==> config.mk <==
export PLATFORM = sky130hd
export DESIGN_NAME = dsp_slice_top
export DESIGN_NICKNAME = d
export VERILOG_FILES = /design/src/design/dsp_pkg.sv /design/src/design/dsp_alu_stage.sv /design/src/design/dsp_item_fifo.sv /design/src/design/dsp_operand_stage.sv /design/src/design/dsp_slice_top.sv
export VERILOG_INCLUDE_DIRS = /design/src /design/src/design
export SDC_FILE = /design/constraint.sdc
export NUM_CORES = 2
export LEC_CHECK = 0
export BUFFER_PORTS_ARGS = -buffer_cell sky130_fd_sc_hd__buf_4
export CAP_MARGIN = 30
export CORE_MARGIN = 8
export CORE_UTILIZATION = 30
export DETAILED_ROUTE_END_ITERATION = 10
export PLACE_DENSITY_LB_ADDON = 0.1
export SLEW_MARGIN = 0
export SYNTH_ARGS = -nofsm -noshare
export SYNTH_HDL_FRONTEND = slang
export SYNTH_SLANG_ARGS = --single-unit
==> constraint.sdc <==
create_clock -name w_CLK -period 10.3 [get_ports w_CLK]
set_clock_uncertainty 0.15 [all_clocks]
set_input_delay 1.545 -clock w_CLK [delete_from_list [all_inputs] [get_ports w_CLK]]
set_output_delay 1.545 -clock w_CLK [all_outputs]
set_load 0.02 [all_outputs]
==> src/design/dsp_defs.svh <==
`ifndef DSP_DEFS_SVH
`define DSP_DEFS_SVH

// Operand widths
`define DSP_A_W        30
`define DSP_B_W        18

// Low bits of A that go into the multiplier
`define DSP_MULT_A_W   27

// Width of C, P and the ALU datapath
`define DSP_P_W        48

// Right shift applied to P for the shifted feedback operand
`define DSP_SHIFT      17

// Entries in the product buffer between producer and consumer
`define DSP_FIFO_DEPTH 4

// Pattern detector constants
// Set mask bits are ignored, so only bits 47 and 46 take part
`define DSP_PATTERN    48'h0000_0000_0000
`define DSP_MASK       48'h3FFF_FFFF_FFFF

`endif

==> src/design/dsp_pkg.sv <==
`default_nettype none

`include "dsp_defs.svh"

package dsp_pkg;

    // X operand select
    typedef enum logic [1:0] {
        X_ZERO = 2'd0,
        X_MULT = 2'd1,
        X_P    = 2'd2,
        X_AB   = 2'd3
    } dsp_x_sel_e;

    // Y operand select, the last code is unused
    typedef enum logic [1:0] {
        Y_ZERO = 2'd0,
        Y_C    = 2'd1,
        Y_ONES = 2'd2
    } dsp_y_sel_e;

    // Z operand select
    typedef enum logic [1:0] {
        Z_ZERO    = 2'd0,
        Z_P       = 2'd1,
        Z_C       = 2'd2,
        Z_P_SHIFT = 2'd3
    } dsp_z_sel_e;

    // Sub means Z - (X + Y + carry_in)
    typedef enum logic [0:0] {
        ALU_ADD = 1'b0,
        ALU_SUB = 1'b1
    } dsp_alu_op_e;

    typedef struct packed {
        dsp_x_sel_e  x_sel;
        dsp_y_sel_e  y_sel;
        dsp_z_sel_e  z_sel;
        dsp_alu_op_e alu_op;
        logic        carry_in;
    } dsp_ctrl_t;

    // One operation as written by the host
    typedef struct packed {
        logic [`DSP_A_W-1:0] a;
        logic [`DSP_B_W-1:0] b;
        logic [`DSP_P_W-1:0] c;
        dsp_ctrl_t           ctrl;
    } dsp_op_t;

    // Operation after the multiplier stage
    typedef struct packed {
        logic [`DSP_P_W-1:0] mult;
        logic [`DSP_P_W-1:0] ab;
        logic [`DSP_P_W-1:0] c;
        dsp_ctrl_t           ctrl;
    } dsp_item_t;

    typedef struct packed {
        logic [`DSP_P_W-1:0] p;
        logic                carry_out;
        logic                pattern_detect;
        logic                pattern_b_detect;
        logic                overflow;
        logic                underflow;
    } dsp_result_t;

endpackage

`default_nettype wire

==> src/design/dsp_alu_stage.sv <==
`timescale 1ns/1ps
`default_nettype none

`include "dsp_defs.svh"

module dsp_alu_stage (
    input  logic                 w_CLK,
    input  logic                 RSTALLCARRYIN,
    input  logic                 pop_valid,
    input  dsp_pkg::dsp_item_t   pop_item,
    output logic                 pop_ready,
    output logic                 res_valid,
    output dsp_pkg::dsp_result_t res,
    input  logic                 res_ready
);
    import dsp_pkg::*;

    // Two guard bits so three operands plus carry never wrap
    localparam int SUM_W = `DSP_P_W + 2;

    logic [`DSP_P_W-1:0] x_opnd;
    logic [`DSP_P_W-1:0] y_opnd;
    logic [`DSP_P_W-1:0] z_opnd;

    logic [SUM_W-1:0]    xy_sum;
    logic [SUM_W-1:0]    add_sum;
    logic [`DSP_P_W-1:0] alu_p;
    logic                alu_cout;

    logic                pdet;
    logic                pdetb;
    logic                no_det;
    logic                load;

    // Take a new item when P is empty or its result leaves this cycle
    assign pop_ready = ~res_valid | res_ready;
    assign load      = pop_valid & pop_ready;

    // X, Y and Z multiplexers
    always_comb begin
        case (pop_item.ctrl.x_sel)
            X_ZERO:  x_opnd = '0;
            X_MULT:  x_opnd = pop_item.mult;
            X_P:     x_opnd = res.p;
            X_AB:    x_opnd = pop_item.ab;
            default: x_opnd = '0;
        endcase

        case (pop_item.ctrl.y_sel)
            Y_ZERO:  y_opnd = '0;
            Y_C:     y_opnd = pop_item.c;
            Y_ONES:  y_opnd = '1;
            default: y_opnd = '0;
        endcase

        case (pop_item.ctrl.z_sel)
            Z_ZERO:    z_opnd = '0;
            Z_P:       z_opnd = res.p;
            Z_C:       z_opnd = pop_item.c;
            // Arithmetic shift keeps the sign of P
            Z_P_SHIFT: z_opnd = $signed(res.p) >>> `DSP_SHIFT;
            default:   z_opnd = '0;
        endcase
    end

    // Three-input adder
    assign xy_sum  = SUM_W'(x_opnd) + SUM_W'(y_opnd) + SUM_W'(pop_item.ctrl.carry_in);
    assign add_sum = xy_sum + SUM_W'(z_opnd);

    always_comb begin
        case (pop_item.ctrl.alu_op)
            ALU_SUB: begin
                alu_p    = z_opnd - xy_sum[`DSP_P_W-1:0];
                // No borrow out of the subtract
                alu_cout = (SUM_W'(z_opnd) >= xy_sum);
            end
            default: begin
                alu_p    = add_sum[`DSP_P_W-1:0];
                alu_cout = add_sum[`DSP_P_W];
            end
        endcase
    end

    // Pattern detect on the new P, masked bits always match
    assign pdet   = &(~(`DSP_PATTERN ^ alu_p) | `DSP_MASK);
    assign pdetb  = &((`DSP_PATTERN ^ alu_p) | `DSP_MASK);
    assign no_det = ~pdet & ~pdetb;

    // P register, also the accumulator feedback.
    // The detect flags still in res belong to the previous result
    always_ff @(posedge w_CLK) begin
        if (RSTALLCARRYIN) begin
            res_valid <= 1'b0;
            res       <= '0;
        end else if (load) begin
            res_valid            <= 1'b1;
            res.p                <= alu_p;
            res.carry_out        <= alu_cout;
            res.pattern_detect   <= pdet;
            res.pattern_b_detect <= pdetb;
            res.overflow         <= res.pattern_detect & no_det;
            res.underflow        <= res.pattern_b_detect & no_det;
        end else if (res_ready) begin
            res_valid <= 1'b0;
        end
    end

endmodule

`default_nettype wire

==> src/design/dsp_item_fifo.sv <==
`timescale 1ns/1ps
`default_nettype none

`include "dsp_defs.svh"

module dsp_item_fifo (
    input  logic               w_CLK,
    input  logic               RSTALLCARRYIN,
    input  logic               push_valid,
    input  dsp_pkg::dsp_item_t push_item,
    output logic               push_ready,
    output logic               pop_valid,
    output dsp_pkg::dsp_item_t pop_item,
    input  logic               pop_ready
);
    import dsp_pkg::*;

    localparam int DEPTH = `DSP_FIFO_DEPTH;
    localparam int PTR_W = (DEPTH > 1) ? $clog2(DEPTH) : 1;
    localparam int CNT_W = $clog2(DEPTH + 1);

    dsp_item_t        mem [DEPTH];
    logic [PTR_W-1:0] wr_ptr;
    logic [PTR_W-1:0] rd_ptr;
    logic [CNT_W-1:0] count;

    logic do_push;
    logic do_pop;

    // Full refuses the push even when a pop happens in the same cycle
    assign push_ready = (count != CNT_W'(DEPTH));
    assign pop_valid  = (count != '0);

    assign do_push = push_valid & push_ready;
    assign do_pop  = pop_valid & pop_ready;

    assign pop_item = mem[rd_ptr];

    always_ff @(posedge w_CLK) begin
        if (do_push) begin
            mem[wr_ptr] <= push_item;
        end
    end

    // Pointers wrap at the depth, which need not be a power of two
    always_ff @(posedge w_CLK) begin
        if (RSTALLCARRYIN) begin
            wr_ptr <= '0;
            rd_ptr <= '0;
            count  <= '0;
        end else begin
            if (do_push) begin
                wr_ptr <= (wr_ptr == PTR_W'(DEPTH - 1)) ? '0 : wr_ptr + 1'b1;
            end
            if (do_pop) begin
                rd_ptr <= (rd_ptr == PTR_W'(DEPTH - 1)) ? '0 : rd_ptr + 1'b1;
            end
            case ({do_push, do_pop})
                2'b10:   count <= count + 1'b1;
                2'b01:   count <= count - 1'b1;
                default: count <= count;
            endcase
        end
    end

endmodule

`default_nettype wire

==> src/design/dsp_operand_stage.sv <==
`timescale 1ns/1ps
`default_nettype none

`include "dsp_defs.svh"

module dsp_operand_stage (
    input  logic               w_CLK,
    input  logic               RSTALLCARRYIN,
    input  logic               wb_cyc,
    input  logic               wb_stb,
    input  dsp_pkg::dsp_op_t   wb_op,
    output logic               wb_ack,
    output logic               push_valid,
    output dsp_pkg::dsp_item_t push_item,
    input  logic               push_ready
);
    import dsp_pkg::*;

    localparam int PROD_W = `DSP_MULT_A_W + `DSP_B_W;
    localparam int EXT_W  = `DSP_P_W - PROD_W;

    // Input register with the acknowledged operation
    dsp_op_t in_op;
    logic    in_valid;

    logic    prod_advance;
    logic    in_free;

    logic signed [`DSP_MULT_A_W-1:0] mult_a;
    logic signed [`DSP_B_W-1:0]      mult_b;
    logic signed [PROD_W-1:0]        mult_full;

    // Product register moves when it is empty or the FIFO takes it
    assign prod_advance = ~push_valid | push_ready;

    // Input register is free now or empties at this edge
    assign in_free = ~in_valid | prod_advance;

    // Wishbone classic write, ack one cycle after the strobe is seen.
    // The ack is never raised in back-to-back cycles, so a held strobe
    // gets a single ack
    always_ff @(posedge w_CLK) begin
        if (RSTALLCARRYIN) begin
            wb_ack <= 1'b0;
        end else begin
            wb_ack <= wb_cyc & wb_stb & ~wb_ack & in_free;
        end
    end

    // Capture at the edge that ends the ack cycle
    always_ff @(posedge w_CLK) begin
        if (RSTALLCARRYIN) begin
            in_valid <= 1'b0;
        end else if (wb_ack) begin
            in_valid <= 1'b1;
        end else if (prod_advance) begin
            in_valid <= 1'b0;
        end
    end

    always_ff @(posedge w_CLK) begin
        if (wb_ack) begin
            in_op <= wb_op;
        end
    end

    // Signed 27 x 18 multiplier
    assign mult_a    = in_op.a[`DSP_MULT_A_W-1:0];
    assign mult_b    = in_op.b;
    assign mult_full = mult_a * mult_b;

    always_ff @(posedge w_CLK) begin
        if (RSTALLCARRYIN) begin
            push_valid <= 1'b0;
        end else if (prod_advance) begin
            push_valid <= in_valid;
        end
    end

    // Product register payload
    always_ff @(posedge w_CLK) begin
        if (prod_advance && in_valid) begin
            push_item.mult <= {{EXT_W{mult_full[PROD_W-1]}}, mult_full};
            push_item.ab   <= {in_op.a, in_op.b};
            push_item.c    <= in_op.c;
            push_item.ctrl <= in_op.ctrl;
        end
    end

endmodule

`default_nettype wire

==> src/design/dsp_slice_top.sv <==
`timescale 1ns/1ps
`default_nettype none

module dsp_slice_top (
    input  logic                 w_CLK,
    input  logic                 RSTALLCARRYIN,
    input  logic                 wb_cyc,
    input  logic                 wb_stb,
    input  dsp_pkg::dsp_op_t     wb_op,
    output logic                 wb_ack,
    output logic                 res_valid,
    output dsp_pkg::dsp_result_t res,
    input  logic                 res_ready
);
    import dsp_pkg::*;

    // Producer to buffer
    logic      push_valid;
    logic      push_ready;
    dsp_item_t push_item;

    // Buffer to consumer
    logic      pop_valid;
    logic      pop_ready;
    dsp_item_t pop_item;

    dsp_operand_stage u_operand_stage (
        .w_CLK         (w_CLK),
        .RSTALLCARRYIN (RSTALLCARRYIN),
        .wb_cyc        (wb_cyc),
        .wb_stb        (wb_stb),
        .wb_op         (wb_op),
        .wb_ack        (wb_ack),
        .push_valid    (push_valid),
        .push_item     (push_item),
        .push_ready    (push_ready)
    );

    dsp_item_fifo u_item_fifo (
        .w_CLK         (w_CLK),
        .RSTALLCARRYIN (RSTALLCARRYIN),
        .push_valid    (push_valid),
        .push_item     (push_item),
        .push_ready    (push_ready),
        .pop_valid     (pop_valid),
        .pop_item      (pop_item),
        .pop_ready     (pop_ready)
    );

    dsp_alu_stage u_alu_stage (
        .w_CLK         (w_CLK),
        .RSTALLCARRYIN (RSTALLCARRYIN),
        .pop_valid     (pop_valid),
        .pop_item      (pop_item),
        .pop_ready     (pop_ready),
        .res_valid     (res_valid),
        .res           (res),
        .res_ready     (res_ready)
    );

endmodule

`default_nettype wire

==> flow_summary.toml <==
[placement]
gp_congestion = 0.8708
port_buffers = 163
dp_cells = 7558
pre_cts_slack_ns = 1.223
dp_hpwl_um = 129300

[cells_and_area]
drive_gt1_frac = 0.1245
nFillCells = 19780
fin_cells = 7761
layout.nets = 5876
syn_to_final_growth_pct = 13.37
seqCellArea_um2 = 26830
utilization = 0.3416
layout_common_cells = "849 x edfxtp_1, 592 x inv_1, 530 x nand2_1, 478 x fa_1, 276 x a21oi_1"
final_common_cell = "edfxtp_1"
multi_input_area_um2 = 29350

[yosys]
netlist_area_um2 = 59360
ys_seq_area_frac = 0.4518
synth_ff_type = "edfxtp_1"
syn-num-nets = 5783
synth-async-reset-ratio = 0
yosysWarnings = 0
yosys_register_bits = 915
synth_area_per_cell_um2 = 12.04
synth_enable_flop_cells = 849
syn_inst = 4932
ys_types = 99

[clocking]
cts_root_buf = "clkbuf_16"
clock_path_buffers = 3
cts_setup_buffers = 0
cts_buffers = 105
ctsResizeCount = 0
htreeDepth = 3
cts_tree = "done"
clk_pin_slew_ns = 0.08
cts_hold_buf = 0
clk_latency_ns = 0.74
cts.sinks = 915

[drt]
first_pass_iters = 7
drt-vias-per-instance = 4.822
post_drt_wl_per_cell_um = 22.54
vias = 37420
drc = 0
drtAntennaViolNets = 0
wirelength_um = 174900
drtIter0Drc = 2328

[critical_path]
end_kind = "flip-flop"
cp.arrival_ns = 9.52
worstSetupPathType = "flip-flop to flip-flop"
cp.required_ns = 10.73
crit_path_start_kind = "flip-flop"
r2r_slack_ns = 1.21
slowest_stage = "mux4_4"
crit_buf_inv = 1
critPathTopFamily = "compound AO/OA/AOI/OAI gates"
critPathMaxStageDelay_ns = 0.96
cp_max_fo = 44

[sta]
rsz0062_at_grt = "no"
hold_violations = 0
relSlewSlack = 0.3315
fin_crit_ns = 9.089
slew_viol_final = 0
fmax_ghz = 0.1100
setup_viol = 0
layout_setup_ws_ns = 1.211
fin_crit_sh = 0.8825
worst_pin_slew_ns = 0.9936
fin_tns_setup_ns = 0

[floorplanning]
chipWidth_um = 460.8
dieArea_um2 = 212300
io_pins = 164
die_h_um = 460.8
core_um2 = 197000
initial_core_util = 0.3013
rows = 163

[global_route]
grt_max_degree = 118
first_global_vias = 40060
grt_pass1_wl_um = 264200
antenna_found_initial = 7
grt_util_all_layers = 0.1627
grt-ovfl-total = 0

[job]
maxCapViolations = 0

[pwr]
peakVddDrop_mv = 0.2731
power_mw = 22.28
p_per_area_nw_per_um2 = 331.0
p_leak_nw = 25.62

[outcome]
status = "complete, no violations"

[hold_path]
hp-class = "flip-flop to flip-flop"
## cell families after synthesis
group / Yosys count / synth area share
and+or+nand+nor: 1212 / 0.09547
adders and majority gates: 742 / 0.2169
DFF: 915 / 0.4518
buffers and inverters: 856 / 0.05474
xor gates and xnor gates: 145 / 0.02140
muxes: 233 / 0.07009
AOI/OAI and AO/OA: 829 / 0.08967
## layout make-up
type                       count  area share
clock inverter                72     0.01378
timing repair buffer         247     0.02856
antenna                        5   0.0001859
tap                         2640     0.04908
sequential                   915      0.3986
multi-input combinational   3161      0.4362
inverter                     595     0.03319
clock buffer                 126     0.04036
## final timing paths
check                                                    startpoint                                      end  cells past startpoint
worst max register to register                            flip-flop          u_alu_stage.res[0]$_SDFFE_PP0P_                     29
worst max-delay path                                      flip-flop          u_alu_stage.res[0]$_SDFFE_PP0P_                     29
worst min register to register  u_operand_stage.in_op[38]$_DFFE_PP_  u_operand_stage.push_item[38]$_DFFE_PP_                      0
worst min-delay path            u_operand_stage.in_op[38]$_DFFE_PP_  u_operand_stage.push_item[38]$_DFFE_PP_                      0
## power breakdown
group | internal, mW | switching [mW]
clock network | 2.28 | 1.60
registers | 4.57 | 0.279
logic | 5.14 | 8.42
total | 12.0 | 10.3
## synth_stat cells, drive strengths merged (13+ instances only)
cell | number | share of area
a211oi | 52 | 0.0068
a21o | 58 | 0.0073
a21oi | 287 | 0.025
a31oi | 15 | 0.0017
and2 | 171 | 0.018
and3 | 15 | 0.0016
buf | 53 | 0.0039
clkbuf | 208 | 0.013
dfxtp | 66 | 0.022
edfxtp | 849 | 0.43
fa | 478 | 0.16
ha | 264 | 0.056
inv | 594 | 0.038
mux2i | 80 | 0.013
mux4 | 145 | 0.055
nand2 | 532 | 0.034
nand2b | 48 | 0.0051
nand3 | 33 | 0.0029
nand4 | 30 | 0.0032
nor2 | 229 | 0.015
nor2b | 28 | 0.0030
nor3 | 50 | 0.0043
nor4 | 22 | 0.0023
o211ai | 13 | 0.0019
o21a | 23 | 0.0029
o21ai | 223 | 0.019
o21bai | 39 | 0.0050
o31ai | 21 | 0.0030
or3 | 16 | 0.0017
xnor2 | 109 | 0.016
xor2 | 36 | 0.0053
## registers in the layout (all words and copies together), names as in the netlist, named ones only
signal and count:
u_operand_stage.wb_ack 1, u_operand_stage.push_item 149, u_item_fifo.rd_ptr 2, u_item_fifo.wr_ptr 2, u_operand_stage.push_valid 1, u_operand_stage.in_valid 1
u_operand_stage.mult_b 18, u_alu_stage.res_valid 1, u_item_fifo.mem 596, u_alu_stage.res 53, u_operand_stage.in_op 86, u_item_fifo.count 3
## metal layers
metal  share of wire  global-route usage
met1            0.48              0.2331
met2            0.46              0.2650
met3           0.032             0.01755
met4           0.024             0.03933
met5               0                   0
## metrics by stage
| step | hold WS [ns] | cell area (um^2) |
|---|---|---|
| 5_1_grt | 0.2707 | 67290 |
| 4_1_cts | 0.2667 | 67280 |
| 3_3_place_gp | 0.2542 | 63620 |
| 6_report | 0.2657 | 67300 |
| 3_5_place_dp | 0.2552 | 63640 |
| 2_1_floorplan | 0.2503 | 59360 |
Note: power is estimated with default switching activity, not from simulation.
